<file path="config.mk">
export PLATFORM = sky130hd
export DESIGN_NAME = branch_predecode
export DESIGN_NICKNAME = d
export VERILOG_FILES = /design/src/logic/fetch_pkg.sv /design/src/logic/branch_predecode.sv
export SDC_FILE = /design/constraint.sdc
export NUM_CORES = 1
export LEC_CHECK = 0
export ABC_AREA = 0
export BUFFER_PORTS_ARGS = -buffer_cell sky130_fd_sc_hd__buf_2
export CAP_MARGIN = 5
export CORE_UTILIZATION = 51
export CTS_CLUSTER_DIAMETER = 80
export DETAILED_ROUTE_END_ITERATION = 8
export PLACE_DENSITY_LB_ADDON = 0.15
export SYNTH_ARGS = -nofsm -noshare
export SYNTH_HDL_FRONTEND = slang
export SYNTH_SLANG_ARGS = --single-unit
</file>
<file path="constraint.sdc">
create_clock -name clk -period 19.6 [get_ports clk]
set_input_delay 4.9 -clock clk [delete_from_list [all_inputs] [get_ports clk]]
set_output_delay 4.9 -clock clk [all_outputs]
set_load 0.02 [all_outputs]
</file>
<file path="src/logic/fetch_pkg.sv">
`default_nettype none

package fetch_pkg;

    // pc and instruction width
    localparam int xlen = 32;

    // major opcode of the unconditional B
    localparam logic [5:0] b_opcode = 6'b010100;

    // three-register format
    typedef struct packed {
        logic [16:0] opcode;
        logic [4:0]  rk;
        logic [4:0]  rj;
        logic [4:0]  rd;
    } inst_reg3_t;

    // 26-bit branch offset, split low half above high half
    typedef struct packed {
        logic [5:0]  op6;
        logic [15:0] offs_lo;
        logic [9:0]  offs_hi;
    } inst_branch_t;

    // one instruction word, seen either way
    typedef union packed {
        inst_reg3_t   reg3;
        inst_branch_t branch;
    } inst_word_u;

    // IF to predecode payload
    typedef struct packed {
        logic [xlen-1:0] pc;
        inst_word_u      inst;
    } if_to_id_t;

    // decode output payload
    typedef struct packed {
        logic [xlen-1:0] pc;
        inst_word_u      inst;
        logic            is_branch;
    } dec_out_t;

    // fetch redirect from predecode
    typedef struct packed {
        logic            taken;
        logic [xlen-1:0] target;
    } redirect_t;

    // register offsets on the APB side
    localparam logic [7:0] reg_ctrl         = 8'h00;
    localparam logic [7:0] reg_load_addr    = 8'h04;
    localparam logic [7:0] reg_load_data    = 8'h08;
    localparam logic [7:0] reg_fetch_count  = 8'h0C;
    localparam logic [7:0] reg_branch_count = 8'h10;
    localparam logic [7:0] reg_last_pc      = 8'h14;

endpackage

`default_nettype wire

</file>
<file path="src/logic/branch_predecode.sv">
`default_nettype none

module branch_predecode (
    input  logic                    clk,
    input  logic                    resetn,
    input  logic                    if_valid,
    input  fetch_pkg::if_to_id_t    if_data,
    output logic                    id_allowin,
    output logic                    dec_valid,
    output fetch_pkg::dec_out_t     dec_out,
    input  logic                    dec_ready,
    output fetch_pkg::redirect_t    redirect
);

    fetch_pkg::if_to_id_t       entry;
    logic                       valid;
    logic                       take_in;
    logic                       is_b;
    logic [fetch_pkg::xlen-1:0] offset;

    // single entry, refills in the same cycle it drains
    assign id_allowin = ~valid | dec_ready;

    // the word behind a leaving B is on the wrong path
    assign take_in = if_valid & id_allowin & ~redirect.taken;

    always_ff @(posedge clk) begin
        if (!resetn) begin
            valid <= 1'b0;
        end else if (id_allowin) begin
            valid <= take_in;
        end
    end

    always_ff @(posedge clk) begin
        if (take_in) begin
            entry <= if_data;
        end
    end

    assign is_b = (entry.inst.branch.op6 == fetch_pkg::b_opcode);

    // offs_hi carries the sign, word offset becomes a byte offset
    assign offset = {{4{entry.inst.branch.offs_hi[9]}},
                     entry.inst.branch.offs_hi,
                     entry.inst.branch.offs_lo,
                     2'b00};

    // redirect only when the branch actually leaves
    assign redirect.taken  = valid & dec_ready & is_b;
    assign redirect.target = entry.pc + offset;

    assign dec_valid         = valid;
    assign dec_out.pc        = entry.pc;
    assign dec_out.inst      = entry.inst;
    assign dec_out.is_branch = is_b;

endmodule

`default_nettype wire

</file>
==> impl_metrics.py <==
metrics = {
    "critical_path": {
        "crit_type": "in2out",
        "critPathMaxFanout": 3,
        "cpMaxStageDelayCell": "buf_2",
        "worstPathRequired_ns": 14.70,
        "arrival_ns": 5.32,
        "crit_path_end_kind": "primary output",
        "critPathMostFrequentCell": "buf_2",
        "crit_path_start_kind": "primary input",
        "slowest_delay_ns": 0.16,
        "cp_cell_sequence": "buf_2 > nand2b_1 > buf_2",
        "cp_top_family": "buffers and inverters",
        "cp_num_buf_inv": 2,
    },
    "clocking": {
        "cts_resized": 0,
        "path_clk_slew_ns": 0.07,
        "clockRootBuffer": "clkbuf_8",
        "clock_path_buffers": 2,
        "post-cts-setup-buffers": 0,
        "insertion_delay_ns": 0.33,
        "cts_tree": "built",
        "cts_htree_levels": 3,
        "cts_buffers": 9,
        "cts.sinks": 65,
        "ctsHoldBuffers": 0,
    },
    "detailed_routing": {
        "post_drt_via_cell_ratio": 5.307,
        "wl_per_cell_um": 14.39,
        "vias": 2903,
        "drtIter0Drc": 125,
        "drtPass1Iterations": 6,
        "drt-total-wl_mm": 7.870,
        "final_antenna_net_count": 0,
        "drc": 0,
    },
    "sta": {
        "rsz0062_at_grt": "false",
        "setup_violations": 0,
        "finalHoldViolCount": 0,
        "layout_min_cycle_time_ns": 10.22,
        "finalClockSkew_ns": 0.006565,
        "drv_slew": 0,
        "slew-limit-headroom": 0.3537,
        "timing.final.crit_share": 0.5214,
        "setup_tns_ns": 0,
        "worstMarginPinSlew_ns": 0.9670,
        "fmax_mhz": 97.86,
    },
    "cells_and_area": {
        "multi_input_area_um2": 1556,
        "finalNetCount": 560,
        "area_growth_pct": 31.51,
        "layout-drive-gt1-share": 0.4133,
        "seq_area_um2": 1942,
        "layout.cells.non_filler": 547,
        "fillers": 543,
        "antenna_cells": 0,
        "finalInstanceArea_um2": 4684,
        "fin_util": 0.6933,
    },
    "power_and_ir_drop": {
        "comb_power_share": 0.291,
        "power_switching_mw": 0.1334,
        "ir_drop_v": 0.00007783,
        "power.leakage_nw": 2.145,
        "sw_frac_of_total": 0.3203,
        "pwr-share-seq": 0.402,
        "p_int_mw": 0.2830,
        "power.total_mw": 0.4164,
        "power_frac_clock": 0.308,
        "power_density_nw_per_um2": 88.89,
    },
    "grt": {
        "grt_pass1_vias": 2780,
        "grt_max_degree": 37,
        "grt_usage": 0.2139,
        "overflow": 0,
        "grt_pass1_wl_mm": 12.21,
        "grt_antenna_before_repair": 0,
    },
    "logic_synthesis": {
        "yosys_warnings": 0,
        "synth.distinct_cells": 46,
        "synthArstFlopShare": 0,
        "postSynthAreaPerCell_um2": 12.12,
        "ys_seq_area_frac": 0.5451,
        "yosysMostFrequentCell": "edfxtp_1",
        "yosys-top-cells-count": "edfxtp_1, ha_1, nand2_1",
        "netlist_area_um2": 3562,
        "synth.net_count": 392,
        "synth_top_cell_by_area": "edfxtp_1",
        "ys_seq_elements": 65,
        "synthTopCellsByArea": "edfxtp_1, ha_1, a21oi_1",
        "synth_edf_count": 64,
        "yosys.area_share.simple": 0.1001,
        "muxShareOfSynthArea": 0,
        "synth_xor_area_frac": 0.06884,
        "netlist_instances": 294,
        "synth_top_area_frac": 0.5395,
        "synth_top_family_by_area": "compound AO/OA/AOI/OAI gates",
        "synthFlopType": "edfxtp_1",
        "synthAdderAreaFrac": 0.1075,
        "synth_compound_area_frac": 0.1574,
    },
    "status": {
        "status": "complete, no violations",
    },
    "floorplanning": {
        "core-area_um2": 6756,
        "start_util": 0.5272,
        "fp-row-count": 30,
        "die_y_um": 85.58,
        "io_pins": 168,
        "die_area_um2": 7323,
        "fp.dieW_um": 85.58,
    },
    "placement": {
        "port_buffers": 167,
        "place_area_um2": 4457,
        "dp_hpwl_mm": 6.238,
        "dp_cells": 531,
        "gp_congestion": 0.8428,
    },
    "min_path": {
        "worstHoldPathType": "reg2reg",
    },
    "job": {
        "maxCapViolCount": 0,
    },
}
-- state kept, by name, summed over array words and instances, names as in the netlist --
| signal | cells |
|---|---|
| dec_out | 64 |
| dec_valid | 1 |
-- worst register-to-register path, cell delays in order (launching register included) --
cell	delay, ns
edfxtp_1	0.38
nand4bb_1	0.11
nor3_1	0.09
nand2b_1	0.19
a21boi_4	0.76
buf_4	0.55
-- path summary, 6_finish.rpt --
path	from	to	slack, ns	cells past startpoint
max	dec_ready	id_allowin	9.38	3
min	dec_valid	dec_valid	0.59	2
max reg2reg	dec_out[29]	dec_out[19]	17.15	5
min reg2reg	dec_valid	dec_valid	0.59	2
-- per-layer routing --
| layer | up-vias | routed length [um] | part of all wire | global-route usage |
|---|---|---|---|---|
| met5 | - | 0 | 0 | 0 |
| met4 | 0 | 87 | 0.011 | 0.07424 |
| met3 | 9 | 572 | 0.073 | 0.07603 |
| met2 | 112 | 4069 | 0.52 | 0.3782 |
| met1 | 1344 | 3141 | 0.40 | 0.2394 |
| li1 | 1438 | - | - | - |
-- placed cells by master, fill, tap and decap left out, types with 2 or more instances in the layout --
| master | count |
|---|---|
| buf_2 | 167 |
| edfxtp_1 | 64 |
| nand2_1 | 29 |
| ha_1 | 29 |
| a21oi_1 | 28 |
| xnor2_1 | 16 |
| a21o_1 | 13 |
| nor2_1 | 12 |
| xor2_1 | 12 |
| clkbuf_8 | 10 |
| o21ai_0 | 9 |
| nand3_1 | 7 |
| nand4_1 | 5 |
| nor3_1 | 4 |
| nand2b_1 | 4 |
| inv_1 | 4 |
| o21ai_1 | 4 |
| and2_1 | 3 |
| nor2b_1 | 3 |
| a41o_1 | 3 |
| a31oi_1 | 3 |
| a211oi_1 | 2 |
| o31ai_1 | 2 |
| a211o_1 | 2 |
| and3_1 | 2 |
| a21boi_0 | 2 |
| o21bai_1 | 2 |
| bufinv_16 | 2 |
-- kinds of logic (layout without fill, tap and decap cells) --
kind of cell | Yosys count | count (layout)
compound gates | 82 | 82
xor+xnor | 28 | 28
fa+ha+maj | 30 | 30
buf+inv | 15 | 188
flops | 65 | 65
simple gates | 74 | 74
-- power groups by stage --
stage               clock, mW  combinational (mW)  sequential, mW
finish                  0.128               0.121           0.167
global route            0.135               0.131           0.168
CTS                     0.132               0.121           0.167
detailed placement          0               0.121           0.170
global placement            0               0.120           0.170
floorplan                   0              0.0720           0.181
-- layout make-up --
type,count,share of cell area
Inverter,4,0.003205
Clock inverter,6,0.01923
Timing Repair Buffer,168,0.1800
Multi-Input combinational cell,214,0.3323
Tap cell,80,0.02137
Clock buffer,10,0.02938
Sequential cell,65,0.4145
-- metrics by stage --
step | worst slack (ns) | hold WS [ns]
global placement | 9.399 | 0.5610
detailed placement | 9.382 | 0.5800
floorplan | 9.403 | 0.6672
CTS | 9.381 | 0.5899
global route | 9.365 | 0.6380
finish | 9.381 | 0.5898
Power figures use the tool's default switching activity.
