<file path="src/logic/fetch_pkg.sv">
`default_nettype none

package fetch_pkg;

    // pc and instruction width
    localparam int xlen = 32;

    // major opcode of the unconditional B
    localparam logic [5:0] b_opcode = 6'b010100;

    // three-register format
    typedef struct packed {
        logic [16:0] opcode;
        logic [4:0]  rk;
        logic [4:0]  rj;
        logic [4:0]  rd;
    } inst_reg3_t;

    // 26-bit branch offset, split low half above high half
    typedef struct packed {
        logic [5:0]  op6;
        logic [15:0] offs_lo;
        logic [9:0]  offs_hi;
    } inst_branch_t;

    // one instruction word, seen either way
    typedef union packed {
        inst_reg3_t   reg3;
        inst_branch_t branch;
    } inst_word_u;

    // IF to predecode payload
    typedef struct packed {
        logic [xlen-1:0] pc;
        inst_word_u      inst;
    } if_to_id_t;

    // decode output payload
    typedef struct packed {
        logic [xlen-1:0] pc;
        inst_word_u      inst;
        logic            is_branch;
    } dec_out_t;

    // fetch redirect from predecode
    typedef struct packed {
        logic            taken;
        logic [xlen-1:0] target;
    } redirect_t;

    // register offsets on the APB side
    localparam logic [7:0] reg_ctrl         = 8'h00;
    localparam logic [7:0] reg_load_addr    = 8'h04;
    localparam logic [7:0] reg_load_data    = 8'h08;
    localparam logic [7:0] reg_fetch_count  = 8'h0C;
    localparam logic [7:0] reg_branch_count = 8'h10;
    localparam logic [7:0] reg_last_pc      = 8'h14;

endpackage

`default_nettype wire

</file>
<file path="src/logic/fetch_csr.sv">
`default_nettype none

module fetch_csr #(
    parameter int ram_words = 256
) (
    input  logic                            clk,
    input  logic                            resetn,
    input  logic                            psel,
    input  logic                            penable,
    input  logic                            pwrite,
    input  logic [7:0]                      paddr,
    input  logic [fetch_pkg::xlen-1:0]      pwdata,
    output logic [fetch_pkg::xlen-1:0]      prdata,
    output logic                            pready,
    output logic                            pslverr,
    output logic                            enable,
    output logic                            ram_we,
    output logic [$clog2(ram_words)-1:0]    ram_waddr,
    output logic [fetch_pkg::xlen-1:0]      ram_wdata,
    input  logic                            dec_valid,
    input  logic                            dec_ready,
    input  fetch_pkg::dec_out_t             dec_out
);

    localparam int addr_w = $clog2(ram_words);

    logic [addr_w-1:0]          load_addr;
    logic [fetch_pkg::xlen-1:0] fetch_count;
    logic [fetch_pkg::xlen-1:0] branch_count;
    logic [fetch_pkg::xlen-1:0] last_pc;
    logic                       access;
    logic                       mapped;
    logic                       read_only;
    logic                       wr;
    logic                       accepted;

    // access phase only, never waits
    assign access = psel & penable;
    assign pready = 1'b1;

    always_comb begin
        mapped    = 1'b1;
        read_only = 1'b0;
        prdata    = '0;
        case (paddr)
            fetch_pkg::reg_ctrl:         prdata = {31'b0, enable};
            fetch_pkg::reg_load_addr:    prdata = 32'(load_addr);
            fetch_pkg::reg_load_data:    prdata = '0;
            fetch_pkg::reg_fetch_count: begin
                read_only = 1'b1;
                prdata    = fetch_count;
            end
            fetch_pkg::reg_branch_count: begin
                read_only = 1'b1;
                prdata    = branch_count;
            end
            fetch_pkg::reg_last_pc: begin
                read_only = 1'b1;
                prdata    = last_pc;
            end
            default: mapped = 1'b0;
        endcase
    end

    assign pslverr = access & (~mapped | (pwrite & read_only));
    assign wr      = access & pwrite & ~pslverr;

    // program load goes straight to the RAM write port
    assign ram_we    = wr & (paddr == fetch_pkg::reg_load_data);
    assign ram_waddr = load_addr;
    assign ram_wdata = pwdata;

    always_ff @(posedge clk) begin
        if (!resetn) begin
            enable    <= 1'b0;
            load_addr <= '0;
        end else if (wr) begin
            if (paddr == fetch_pkg::reg_ctrl) begin
                enable <= pwdata[0];
            end
            if (paddr == fetch_pkg::reg_load_addr) begin
                load_addr <= pwdata[addr_w-1:0];
            end
            if (ram_we) begin
                // auto-increment, wraps at the memory depth
                load_addr <= (load_addr == addr_w'(ram_words - 1)) ? '0 : load_addr + 1'b1;
            end
        end
    end

    // result counters, fed by the decode output handshake
    assign accepted = dec_valid & dec_ready;

    always_ff @(posedge clk) begin
        if (!resetn) begin
            fetch_count  <= '0;
            branch_count <= '0;
            last_pc      <= '0;
        end else if (accepted) begin
            fetch_count <= fetch_count + 1'b1;
            last_pc     <= dec_out.pc;
            if (dec_out.is_branch) begin
                branch_count <= branch_count + 1'b1;
            end
        end
    end

endmodule

`default_nettype wire

</file>
<file path="config.mk">
export PLATFORM = sky130hd
export DESIGN_NAME = fetch_csr
export DESIGN_NICKNAME = d
export VERILOG_FILES = /design/src/logic/fetch_pkg.sv /design/src/logic/fetch_csr.sv
export SDC_FILE = /design/constraint.sdc
export NUM_CORES = 1
export LEC_CHECK = 0
export ABC_CLOCK_PERIOD_IN_PS = 4700
export BUFFER_PORTS_ARGS = -buffer_cell sky130_fd_sc_hd__buf_2
export CORE_ASPECT_RATIO = 0.5
export CORE_MARGIN = 2
export CORE_UTILIZATION = 55
export DETAILED_ROUTE_END_ITERATION = 8
export GPL_TIMING_DRIVEN = 0
export HOLD_SLACK_MARGIN = 0.1
export PLACE_DENSITY = 0.95
export SKIP_LAST_GASP = 1
export SLEW_MARGIN = 30
export SYNTH_ARGS = -nofsm -noshare
export SYNTH_HDL_FRONTEND = slang
export SYNTH_SLANG_ARGS = --single-unit
</file>
<file path="constraint.sdc">
create_clock -name clk -period 4.7 [get_ports clk]
set_clock_uncertainty 0.05 [all_clocks]
set_input_delay 0.47 -clock clk [delete_from_list [all_inputs] [get_ports clk]]
set_output_delay 0.47 -clock clk [all_outputs]
set_load 0.03 [all_outputs]
</file>
==> impl_results.md <==
* Status: complete, no violations
* Number of synthesized flops with an enable pin at 0
* F_max at 296 MHz
* H-tree Lvls at 3
* Hold Buf Count CTS at 0
* Largest net degree at the start of global routing at 18
* Layout Utilization at 67.2%
* Combinational power share at 9.6%
* Routed wire length at approximately 18000 um
* Worst r2r src: branch_count[5]
* Setup bufs post-CTS at 0
* Synth top area cells: dfxtp_1 (37%), nand2_1 (10%), a21oi_1 (6.1%), buf_4 (4.3%), a22oi_1 (3.5%)
* Synth warnings at 0
* Max FO, Critical Path at 10
* CTS tree: built
* Drt initial violations at 851
* Non-Filler Instances at 1022
* CTS sink count at 105
* Final Hold Viols at 0
* Starting Density at 56.3%
* Pwr dens at approximately 270 nW/um2
* Routed wire per std cell at 17.5 um
* Worst setup margin at 1320 ps
* Layout cells sized above 1 at 23.9%
* Hold Slack at around 300 ps
* Grt total ovfl at 0
* Worst-case reg-to-reg path depth at 6
* Register area share after synthesis at a little under two fifths
* Int Power at 1.34 mW
* Met2 Routed Length at ~7900 um
* Most frequent cells after synthesis: nand2_1 (156), dfxtp_1 (105), a21oi_1 (70)
* Worst setup SP type: primary input
* Final Power at 1.81 mW
* Leak Pwr at around 2.7 nW
* Ratio of final minimum period to clock period at between 70% and 80%
* Gr usage total at 31.0%
* Worst slew margin at 49.0%
* Slew @ Worst Pin at between 700 and 800 ps
* VDD IR max at 197 uV
* Setup_tns at 0 ps
* Met3 WL post-DR at ~2200 um
* Crit. End Element: output pin
* Number of global-route vias before repair at 5834
* CP arrival at 2860 ps
* Startpoint of the worst setup timing path: paddr[7]
* Die width at 148 um
* Final antenna diode count at 0
* Final Slew Violations at 0
* Syn_nets at between 800 and 900
* Critical path endpoint: prdata[30]
* Unique masters post-synth at slightly below 60
* R2R Path End: branch_count[26]
* Die area at 11300 um2
* Die H at roughly 76 um
* Routed length on met1 at around 7000 um
* Largest area contributor in the netlist: dfxtp_1
* Hpwl dp at 12900 um
* Crit path time final at 3380 ps
* Seq pwr share at ~51%
* Ports at 188
* Pre-CTS setup slack at 1470 ps
* Worst EP required at 4180 ps
* First-pass GRT wire length at 28000 um
* Max-cap violations at 0
* CP Class: primary input to output pin
* Drt pass-1 iters at 6
* DR top layer: met4
* Sw Pwr at about 0.47 mW
* Clk Latency, worst-skew pair at 360 ps
* Min-delay worst type: primary input to flop
* Area fraction of the dominant cell type after synthesis at 36.8%
* Placed inst area at 6540 um2
* Post-synth ARST share at 0%
* Main flop type after synthesis: dfxtp_1
* Final setup viols at 0
* Worst-case clock buffer depth at 2
* RSZ-0062 raised after global routing: false
* Top-count cell post-synth: nand2_1
* Routability cong. at between 0.9 and 1
* Reg2reg setup slack at 2330 ps
* Via density at 6.24
* Detail Route Antenna Nets at 0
* Core area at 10100 um2
* Synth Instances at about 740
* Clock network power share at 39.8%
* FF+latch count, synth at 105
* Root buffer cell: clkbuf_16
* Fin area at 6820 um2
* Final nets at around 1000
* Clock-pin slew on the worst setup and hold paths at 70 ps
* Site row count at 26
* Resize count post-CTS at 0
* DR DRC count at 0
* Routed via count at 6373
* Filler Cells Inserted at 778
* Area Growth Syn to Fin at 19.4%
* Mapped cell area at 5710 um2
* Net switching fraction of the power at between 20 and 30%
* Initial antenna violation count at 0
* Port Buffers at 130
* Inst Count DP at between 1000 and 1500
* Avg Inst Size Synth at 7.76 um2
* Clock buffer count from CTS at 9
cell families (layout without fill, tap and decap cells):
family | Yosys count | after routing | share of synthesized area (%)
DFF | 105 | 105 | 36.8
xor gates and xnor gates | 20 | 20 | 3.07
AOI/OAI and AO/OA | 160 | 160 | 17.5
other | 1 | 1 | 0.0657
buffers and inverters | 96 | 242 | 9.40
muxes | 19 | 19 | 3.40
and+or+nand+nor | 332 | 332 | 29.1
adders and majority gates | 3 | 3 | 0.657
how the worst min path moves through the flow:
stage / from / to / slack (ps) / depth (start not counted)
after global placement: last_pc[22] / last_pc[22] / 390 / 2
after CTS: dec_out[46] / last_pc[13] / 300 / 3
after floorplan: last_pc[0] / last_pc[0] / 380 / 2
after detailed placement: last_pc[31] / last_pc[31] / 400 / 2
final: dec_out[57] / last_pc[24] / 290 / 3
after global routing: dec_out[48] / last_pc[15] / 310 / 3
worst max-delay path: stages:
cell and delay, ps:
buf_2 100, or3_1 350, buf_2 160, nor3_1 480, clkbuf_1 640, a22oi_1 290, nand2_1 150, buf_2 200
per-layer routing:
layer,vias up,global-route usage [%]
li1,2900,-
met1,2873,38.4
met2,508,49.5
met3,92,7.66
met4,0,17.9
met5,-,0
final cells by class:
type | instances | area [um2] | area share, %
clock inverters | 6 | 42.5 | 0.624
flip-flops and latches | 105 | 2100 | 30.8
repair buffers | 130 | 651 | 9.54
clock buffers | 10 | 239 | 3.51
well taps | 140 | 175 | 2.57
multi-input cells | 535 | 3070 | 45.1
inverters | 18 | 67.6 | 0.991
plain buffers | 78 | 469 | 6.88
registers in the layout, indices dropped and copies added, names as in the netlist:
signal,flops
fetch_count,32
branch_count,32
last_pc,32
ram_waddr,8
enable,1
power by group through the flow:
| stage | sequential (mW) | combinational, mW | clock (mW) |
|---|---|---|---|
| 4_1_cts | 0.914 | 0.171 | 0.715 |
| 3_3_place_gp | 0.934 | 0.166 | 0 |
| 3_5_place_dp | 0.935 | 0.171 | 0 |
| 2_1_floorplan | 0.930 | 0.109 | 0 |
| 6_report | 0.914 | 0.174 | 0.721 |
| 5_1_grt | 0.915 | 0.187 | 0.753 |
cell usage in the layout (no fill, tap or decap), drive strengths merged, types with 18 or more instances in the layout:
| master | count |
|---|---|
| or3 | 25 |
| a21oi | 70 |
| nand2 | 156 |
| nand4 | 21 |
| a22oi | 27 |
| buf | 173 |
| nor3 | 24 |
| or4 | 18 |
| clkbuf | 44 |
| inv | 19 |
| dfxtp | 105 |
| nand3 | 24 |
| nor2 | 27 |
| o21ai | 23 |
(Power assumes the default switching activity.)
