[src/logic/fetch_pkg.sv]
`default_nettype none

package fetch_pkg;

    // pc and instruction width
    localparam int xlen = 32;

    // major opcode of the unconditional B
    localparam logic [5:0] b_opcode = 6'b010100;

    // three-register format
    typedef struct packed {
        logic [16:0] opcode;
        logic [4:0]  rk;
        logic [4:0]  rj;
        logic [4:0]  rd;
    } inst_reg3_t;

    // 26-bit branch offset, split low half above high half
    typedef struct packed {
        logic [5:0]  op6;
        logic [15:0] offs_lo;
        logic [9:0]  offs_hi;
    } inst_branch_t;

    // one instruction word, seen either way
    typedef union packed {
        inst_reg3_t   reg3;
        inst_branch_t branch;
    } inst_word_u;

    // IF to predecode payload
    typedef struct packed {
        logic [xlen-1:0] pc;
        inst_word_u      inst;
    } if_to_id_t;

    // decode output payload
    typedef struct packed {
        logic [xlen-1:0] pc;
        inst_word_u      inst;
        logic            is_branch;
    } dec_out_t;

    // fetch redirect from predecode
    typedef struct packed {
        logic            taken;
        logic [xlen-1:0] target;
    } redirect_t;

    // register offsets on the APB side
    localparam logic [7:0] reg_ctrl         = 8'h00;
    localparam logic [7:0] reg_load_addr    = 8'h04;
    localparam logic [7:0] reg_load_data    = 8'h08;
    localparam logic [7:0] reg_fetch_count  = 8'h0C;
    localparam logic [7:0] reg_branch_count = 8'h10;
    localparam logic [7:0] reg_last_pc      = 8'h14;

endpackage

`default_nettype wire

[src/logic/if_stage.sv]
`default_nettype none

module if_stage #(
    parameter logic [fetch_pkg::xlen-1:0] boot_pc = 32'h1C00_0000,
    parameter int ram_words = 256
) (
    input  logic                            clk,
    input  logic                            resetn,
    input  logic                            enable,
    input  fetch_pkg::redirect_t            redirect,
    input  logic                            id_allowin,
    output logic                            ram_en,
    output logic [$clog2(ram_words)-1:0]    ram_addr,
    input  logic [fetch_pkg::xlen-1:0]      ram_rdata,
    output logic                            if_valid,
    output fetch_pkg::if_to_id_t            if_data
);

    localparam int addr_w = $clog2(ram_words);

    logic [fetch_pkg::xlen-1:0] pc;
    logic [fetch_pkg::xlen-1:0] seq_pc;
    logic [fetch_pkg::xlen-1:0] next_pc;
    logic                       valid;
    logic                       allowin;

    // stage is free when empty or when predecode takes the held word
    assign allowin = ~valid | id_allowin;
    assign ram_en  = allowin & enable;

    assign seq_pc  = pc + 32'd4;
    assign next_pc = redirect.taken ? redirect.target : seq_pc;

    // word index into the RAM, wraps over the depth
    assign ram_addr = next_pc[addr_w+1:2];

    always_ff @(posedge clk) begin
        if (!resetn) begin
            valid <= 1'b0;
        end else if (allowin) begin
            // data for a request shows up next cycle
            valid <= ram_en;
        end else if (redirect.taken) begin
            valid <= 1'b0;
        end
    end

    // pc follows the address that was actually requested
    always_ff @(posedge clk) begin
        if (!resetn) begin
            pc <= boot_pc - 32'd4;
        end else if (ram_en) begin
            pc <= next_pc;
        end else if (allowin && redirect.taken) begin
            // fetch is paused, park so that the next request hits the target
            pc <= redirect.target - 32'd4;
        end
    end

    assign if_valid     = valid;
    assign if_data.pc   = pc;
    assign if_data.inst = fetch_pkg::inst_word_u'(ram_rdata);

endmodule

`default_nettype wire

[config.mk]
export PLATFORM = sky130hd
export DESIGN_NAME = if_stage
export DESIGN_NICKNAME = d
export VERILOG_FILES = /design/src/logic/fetch_pkg.sv /design/src/logic/if_stage.sv
export SDC_FILE = /design/constraint.sdc
export NUM_CORES = 1
export LEC_CHECK = 0
export ABC_AREA = 1
export BUFFER_PORTS_ARGS = -buffer_cell sky130_fd_sc_hd__buf_4
export CORE_MARGIN = 2
export CORE_UTILIZATION = 30
export CTS_BUF_LIST = sky130_fd_sc_hd__clkbuf_8
export DETAILED_ROUTE_END_ITERATION = 8
export PLACE_DENSITY = 0.53
export REMOVE_ABC_BUFFERS = 1
export SLEW_MARGIN = 5
export SYNTH_ARGS = -nofsm -noshare
export SYNTH_HDL_FRONTEND = slang
export SYNTH_SLANG_ARGS = --single-unit
[constraint.sdc]
create_clock -name clk -period 3.56 [get_ports clk]
set_input_delay 0.712 -clock clk [delete_from_list [all_inputs] [get_ports clk]]
set_output_delay 0.712 -clock clk [all_outputs]
set_load 0.005 [all_outputs]
==> run metrics, run 1 <==
run status finished clean; average cell area after synthesis 5.52 um^2; total chip power 0.00131 W; clk slew on worst S/H paths 70 ps; initial antenna violation count 0; cts hold-fix bufs 0; CTS tree done; Post-synth EDFFs 0; Max-Cap Viols 0; area grow syn2layout 14.9%; Mapped Cells 664; # rows 40; Total GRT Usage 23.3%; Fin. Hold Viols 0; Tcrit/Tclk final 76.5%; flops & latches, synth 33; Post-CTS Resized 0; I/O pin count 143; Clock Latency Late Sink 310 ps; DR vias/cell 5.18; worst vdd ir 0.000112 V; n_diodes 0; gpl congestion 0.967; Max clock buf depth 2; Die Y 115 um; Pleak 2.04 nW; RSZ-0062 raised after global routing no; Ys Warns 0; level count of the clock H-tree 2; vias in the first global route 4099; CP Launch Type flip-flop; die area 13100 um^2; via count 4393; Peak Freq 367 MHz; proportion of synthesized chip area in sequential cells 18.0%; Final Setup Violations 0; HP Class flip-flop to flip-flop; most frequent cells in the layout nand2_1 (220), nor2_1 (90), buf_4 (82); WP data arrival 2010 ps; Initial Util 30.6%; GR Overflow Total 0; Core Footprint 12000 um^2; Final Core Density 35.2%; Final Skew 11.8 ps; drt total wl 15200 um; commonest non-fill, non-tap cell in the layout nand2_1; post-detail-place hpwl 11800 um; first-pass GRT wire length 23000 um; Max-slew headroom 35.7%; I/O Buffers 78; DRT antenna net count 0; die width 115 um; slew of the pin with the lowest slew margin 963 ps; CP required 2850 ps; DP Area 4120 um^2; Detailed Routing Iterations Pass 1 6; ys async rst share 0%; final max-slew violation count 0; Final Instance Area 4210 um^2; main flop type after synthesis dfxtp_1; WL/cell 17.9 um; critical path class flip-flop to output port; PwrDens 311 nW/um^2; final-stage net count 772; CTS Root Buffer Type clkbuf_8; Tmin final 2720 ps; drc violations 0; largest net degree at the start of global routing 40; layout cells sized above 1 16.7%; Setup crit end kind output port; Max Fanout on Critical Path 8; Fin Hold WS 503 ps; Synth cell types 35; # clock sinks 33; post-CTS setup buffers 0; Post-Syn Area 3660 um^2; Starting DRT DRC Count 339; CTS Buf Count 5
[cells in the mapped netlist (2+ instances only)]
| cell type | count | area share, % |
|---|---|---|
| nand3_2 | 2 | 0.55 |
| buf_2 | 9 | 1.2 |
| nand2_4 | 2 | 0.61 |
| o211ai_1 | 2 | 0.41 |
| a22oi_1 | 3 | 0.61 |
| clkbuf_1 | 5 | 0.51 |
| nand3b_1 | 10 | 2.0 |
| buf_4 | 37 | 7.6 |
| dfxtp_1 | 33 | 18 |
| nor2_2 | 8 | 1.4 |
| nand2_1 | 220 | 23 |
| nand2_2 | 4 | 0.68 |
| o21ai_1 | 6 | 0.82 |
| inv_1 | 56 | 5.7 |
| ha_1 | 2 | 0.68 |
| nand4_1 | 3 | 0.51 |
| nor2_1 | 91 | 9.3 |
| o21ai_0 | 28 | 3.8 |
| nand3_1 | 52 | 7.1 |
| xor2_1 | 8 | 1.9 |
| a21oi_1 | 58 | 7.9 |
| nor2_4 | 6 | 1.8 |
| xnor2_1 | 6 | 1.4 |
| inv_2 | 2 | 0.20 |
[per-stage QoR]
| step | setup slack, ps | setup TNS, ps | instances |
|---|---|---|---|
| 3_5_place_dp | 886 | 0 | 841 |
| 2_1_floorplan | -191 | -1350 | 612 |
| 4_1_cts | 851 | 0 | 848 |
| 3_3_place_gp | 919 | 0 | 841 |
| 5_1_grt | 680 | 0 | 848 |
| 6_report | 837 | 0 | 848 |
[worst max-delay path, stage by stage (launching register included)]
cell	delay [ps]
dfxtp_1	550
ha_1	360
nand2_2	120
nor2_4	220
xnor2_1	90
o21ai_0	210
buf_4	160
[flip-flops by register name (all words and copies together) (netlist names)]
| register | cells |
|---|---|
| pc | 32 |
| if_valid | 1 |
[final timing paths]
check | slack (ps) | end | depth (start not counted) | from
setup / recovery | 840 | ram_addr[4] | 6 | pc[2]
hold / removal | 500 | pc[0] | 2 | pc[0]
setup reg to reg | 1470 | pc[12] | 11 | pc[2]
hold reg to reg | 500 | pc[0] | 2 | pc[0]
[layout make-up]
class | instances | area [um^2]
Inverter | 58 | 218
Tap cell | 147 | 184
Multi-Input combinational cell | 521 | 2440
Clock inverter | 1 | 7.51
Clock buffer | 6 | 82.6
Timing Repair Buffer | 82 | 616
Fill cell | 1379 | 7750
Sequential cell | 33 | 661
[where the power goes]
part,switching (W),total [W],internal [W],leakage [nW]
Clock,0.000159,0.000312,0.000153,0.0433
Combinational,0.000316,0.000526,0.000210,1.72
Sequential,0.0000671,0.000473,0.000406,0.276
[kinds of logic (layout without fill, tap and decap cells)]
group                      count (synthesis)  count (layout)  share of synthesized area (%)
and+or+nand+nor                          401             401                           47.5
adders and majority gates                  2               2                          0.683
xor gates and xnor gates                  14              14                           3.35
DFF                                       33              33                           18.0
AOI/OAI and AO/OA                        104             104                           15.1
buffers and inverters                    110             147                           15.4
[per-layer routing]
| metal | track usage (%) | wire length, um | vias to the layer above |
|---|---|---|---|
| met4 | 6.18 | 278 | 2 |
| met1 | 32.6 | 6990 | 2012 |
| met5 | 3.53 | 35 | - |
| li1 | - | - | 2166 |
| met2 | 35.0 | 6540 | 192 |
| met3 | 6.41 | 1310 | 21 |
Note: power is estimated with default switching activity, not from simulation.
==> inputs of run 2 (changes only) <==
- PLACE_DENSITY: 0.53 -> 0.55
- clock period: 3.56 -> 2.3 ns (I/O delays scaled with it)
==> run 2 against run 1 <==
  * Cell area grew 0.92%
  * Wire length down 0.55%
  * Clock skew up 11 ps
  * Clock power rose by 45%
  * Utilization rose by 0.32 points
  * Die area did not move
  * Worst hold slack got worse by 100 ps
  * Combinational power grew 57%
  * First-iteration DRC count rose by 3.5%
  * Sequential cell count unchanged
  * Critical path type unchanged
  * Largest cell class unchanged
  * Highest routed layer unchanged
==> run metrics, run 2 (same netlist as run 1, synthesis figures left out) <==
DRT antenna net count 0 (unchanged); WL/cell 17.6 um (-1.3%); drt total wl 15100 um (-0.55%); die width 115 um (unchanged); level count of the clock H-tree 2 (unchanged); critical path class flip-flop to output port; worst vdd ir 0.000223 V (+100%); area grow syn2layout 16.0%; Max Fanout on Critical Path 5 (-3); Peak Freq 456 MHz; commonest non-fill, non-tap cell in the layout nand2_1; Starting DRT DRC Count 351 (+3.5%); gpl congestion 0.946 (-2.2%); worst setup slack after placement 304 ps (-582 ps); register area 664 um^2 (+0.57%); slew of the pin with the lowest slew margin 510 ps (-453 ps); final-stage net count 777 (+0.65%); PwrDens 473 nW/um^2 (+52%); Reg with most FFs pc; largest net degree at the start of global routing 40 (unchanged); r2r setup slk 350 ps (-1120 ps); DR vias/cell 5.16 (-0.39%); # clock sinks 33 (unchanged); n_diodes 0 (unchanged); Max-slew headroom 66.0% (+30 points); Detailed Routing Iterations Pass 1 5 (-1); CP Launch Type flip-flop; Setup crit end kind output port; CTS Root Buffer Type clkbuf_8; cts hold-fix bufs 0 (unchanged); setup TNS 0 ps (unchanged); Final Setup Violations 0 (unchanged); # rows 40 (unchanged); via count 4407 (+0.32%); Core Footprint 12000 um^2 (unchanged); Max clock buf depth 2 (unchanged); Die Y 115 um (unchanged); final max-slew violation count 0 (unchanged); clk slew on worst S/H paths 90 ps (+20 ps); fillcell total 1341 (-2.8%); Max-Cap Viols 0 (unchanged); I/O Buffers 78 (unchanged); area of the multi-input gates 2450 um^2 (+0.21%); Largest register FFs 32 (unchanged); run status finished clean; post-detail-place hpwl 12000 um (+1.7%); WP data arrival 1730 ps (-280 ps); CP required 1840 ps (-1010 ps); die area 13100 um^2 (unchanged); Fin. Hold Viols 0 (unchanged); I/O pin count 143 (unchanged); total chip power 0.00201 W (+53%); most frequent cells in the layout nand2_1 (220), nor2_1 (89), buf_4 (87); drc violations 0 (unchanged); GR Overflow Total 0 (unchanged); Clock Latency Late Sink 300 ps (about the same); layout cells sized above 1 18.0% (+1.3 points); initial antenna violation count 0 (unchanged); PnR worst setup slack 105 ps (-731 ps); HP Class input pin to flip-flop; CTS tree done; Total GRT Usage 23.4% (+0.031 points); vias in the first global route 4317 (+5.3%); CTS Buf Count 5 (unchanged); first-pass GRT wire length 23800 um (+3.1%); Initial Util 30.6% (unchanged); Final Skew 23.0 ps (+11.2 ps); Pleak 2.07 nW (+1.4%); Tcrit/Tclk final 95.4%; Tmin final 2190 ps
run 2: report_power, final:
part | internal (W) | total (W) | switching (W)
clock | 0.000206 | 0.000451 | 0.000245
sequential | 0.000630 | 0.000733 | 0.000103
combinational | 0.000331 | 0.000828 | 0.000497
run 2: final timing paths:
check                                    to  depth (start not counted)  startpoint
worst max-delay path            ram_addr[4]                          6       pc[3]
worst min-delay path                  pc[4]                          2      resetn
worst min register to register     if_valid                          2    if_valid
worst max register to register       pc[28]                         11      pc[12]
run 2: metrics by stage:
stage	std cells	hold WS, ps	utilization, %	cell area [um^2]
floorplan	612	478	-	3320
global placement	846	502	34.8	4160
detailed placement	846	502	34.8	4160
CTS	854	403	35.5	4240
global route	854	407	35.5	4250
finish	854	402	35.5	4250
run 2: final cells by class:
class,count,area share [%]
multi-input cells,521,57.6
flip-flops and latches,33,15.6
repair buffers,87,15.4
inverters,58,5.12
well taps,147,4.33
clock buffers,5,1.62
clock inverters,3,0.324
run 2: worst max-delay path, stage by stage, from the launching register on:
cell and delay [ps]:
dfxtp_1 460, ha_2 290, nand2_2 90, nor2_4 200, xnor2_1 100, o21ai_1 170
buf_4 140
run 2: repair_timing:
action,CTS,global route
setup buffers,0,0
endpoints found under the setup margin,1,2
gates resized for setup,1,5
run 2: per-layer routing:
layer	vias to the layer above	global-route usage (%)	wire, um
met1	1989	31.2	6730
met3	17	8.84	1600
met2	226	35.3	6520
met5	-	3.92	40
met4	2	5.28	174
li1	2173	-	-
==> inputs of run 3 (changes only) <==
- CORE_UTILIZATION: 30 -> 46
- PLACE_DENSITY: 0.55 -> 0.78
==> run 3 against run 2 <==
  * Sequential power about the same
  * Final cell count decreased by 5.4%
  * Sequential cell count unchanged
  * Critical endpoint unchanged
  * Via count increased by 2.1%
  * Worst hold slack improved by 30 ps
  * Global-route usage increased by 8.8 points
  * Wire length decreased by 8.9%
  * Total power increased by 6.1%
  * Largest power group unchanged
  * Highest routed layer unchanged
  * Die area decreased by 34%
  * Sequential share of layout area increased by 0.11 points
==> run metrics, run 3 (same netlist as run 1, synthesis figures left out) <==
run status finished clean; Post-CTS Resized 0 (-1); die area 8700 um^2 (-34%); Max Fanout on Critical Path 5 (unchanged); layout cells sized above 1 17.8% (-0.12 points); worst vdd ir 0.000341 V (+53%); Fin. Hold Viols 0 (unchanged); Tmin final 2220 ps (+21.4 ps); critical path class flip-flop to output port; Largest register FFs 32 (unchanged); Final Core Density 54.6% (+19 points); # rows 32 (-20%); R2R cell count 11 (unchanged); DR vias/cell 5.57 (+7.9%); DP Cell Count 800 (-5.4%); CTS Root Buffer Type clkbuf_8; drt total wl 13700 um (-8.9%); Int Pwr 0.00131 W (+12%); Detailed Routing Iterations Pass 1 7 (+2); Setup crit end kind output port; sequential power share 34.3% (-2.1 points); CTS tree done; WL/cell 17.0 um (-3.7%); most frequent cells in the layout nand2_1 (220), nor2_1 (89), buf_4 (86); PwrDens 506 nW/um^2 (+6.8%); post-CTS setup buffers 0 (unchanged); I/O Buffers 78 (unchanged); commonest non-fill, non-tap cell in the layout nand2_1; clk slew on worst S/H paths 70 ps (-20 ps); WP data arrival 1760 ps (+30 ps); Die Y 93.3 um (-19%); Tcrit/Tclk final 96.3% (+0.93 points); cts hold-fix bufs 0 (unchanged); sw power 0.000825 W (-2.4%); Peak Freq 451 MHz (-0.97%); fin cells 808 (-5.4%); GR Overflow Total 0 (unchanged); Starting DRT DRC Count 410 (+17%); # clock sinks 33 (unchanged); CP required 1840 ps (about the same); post-detail-place hpwl 11000 um (-8.8%); Final Instance Area 4220 um^2 (-0.71%); largest net degree at the start of global routing 40 (unchanged); DRT antenna net count 0 (unchanged); I/O pin count 143 (unchanged); die width 93.3 um (-19%); switching power share of the total 38.6% (-3.4 points); Total GRT Usage 32.2% (+8.8 points); area grow syn2layout 15.2%; CP Launch Type flip-flop; fillcell total 842 (-37%); Clock Latency Late Sink 290 ps (about the same); Max clock buf depth 2 (unchanged); Initial Util 47.4% (+17 points); Final Skew 8.90 ps (-14.1 ps); HP Class input pin to flip-flop; initial antenna violation count 0 (unchanged); Hold Path Stages 2 (unchanged); slew of the pin with the lowest slew margin 557 ps (+46.6 ps); Reg with most FFs pc; CTS Buf Count 5 (unchanged); Comb power frac 38.7% (-2.5 points); Max-Cap Viols 0 (unchanged); gpl congestion 0.965 (+2.1%); n_diodes 0 (unchanged); final max-slew violation count 0 (unchanged); first-pass GRT wire length 21600 um (-9.3%); level count of the clock H-tree 2 (unchanged); Max-slew headroom 62.8% (-3.1 points); Clk pwr share 27.0% (+4.6 points); Fin Hold WS 433 ps (+30.4 ps); Pleak 2.08 nW (+0.39%); Final Setup Violations 0 (unchanged); drc violations 0 (unchanged); vias in the first global route 4151 (-3.8%); Core Footprint 7730 um^2 (-35%); final-stage net count 776 (-0.13%); DP Area 4100 um^2 (-1.5%); via count 4500 (+2.1%); RSZ-0062 raised after global routing no
[run 3: layout make-up]
class                      count  area [um^2]  share of cell area (%)
clock buffer                   6         82.6                    1.96
clock inverter                 2         33.8                   0.800
inverter                      58          218                    5.16
multi-input combinational    521         2450                    58.0
sequential                    33          664                    15.7
tap                          102          128                    3.02
timing repair buffer          86          646                    15.3
[run 3: stage by stage]
stage,worst slack (ps),setup TNS [ps],total power [W]
finish,84.0,0,0.00213
global route,0.0615,0,0.00227
CTS,18.3,0,0.00213
floorplan,-1200,-28560,0.00118
global placement,403,0,0.00154
detailed placement,347,0,0.00155
[run 3: power groups by stage]
stage | Clock [W] | Sequential, W | Combinational (W)
2_1_floorplan | 0 | 0.000713 | 0.000466
3_3_place_gp | 0 | 0.000740 | 0.000803
3_5_place_dp | 0 | 0.000741 | 0.000809
4_1_cts | 0.000590 | 0.000727 | 0.000813
5_1_grt | 0.000617 | 0.000742 | 0.000913
6_report | 0.000577 | 0.000732 | 0.000825
[run 3: critical path, stage by stage, from the launching register on]
cell     delay [ps]
dfxtp_1         460
ha_2            290
nand2_2          90
nor2_4          170
xnor2_1          90
o21ai_0         210
buf_4           150
[run 3: worst paths after layout]
| kind | start | endpoint | slack (ps) |
|---|---|---|---|
| setup reg to reg | pc[3] | pc[12] | 410 |
| hold / removal | redirect[2] | pc[2] | 430 |
| hold reg to reg | pc[1] | pc[1] | 510 |
| setup / recovery | pc[3] | ram_addr[4] | 80 |
[run 3: per-layer routing]
layer | share of wire (%) | global-route usage (%) | up-vias
met1 | 42 | 42.8 | 2025
met5 | 0.36 | 4.49 | -
met2 | 43 | 48.4 | 254
met3 | 11 | 10.6 | 41
met4 | 3.3 | 10.5 | 2
li1 | - | - | 2178
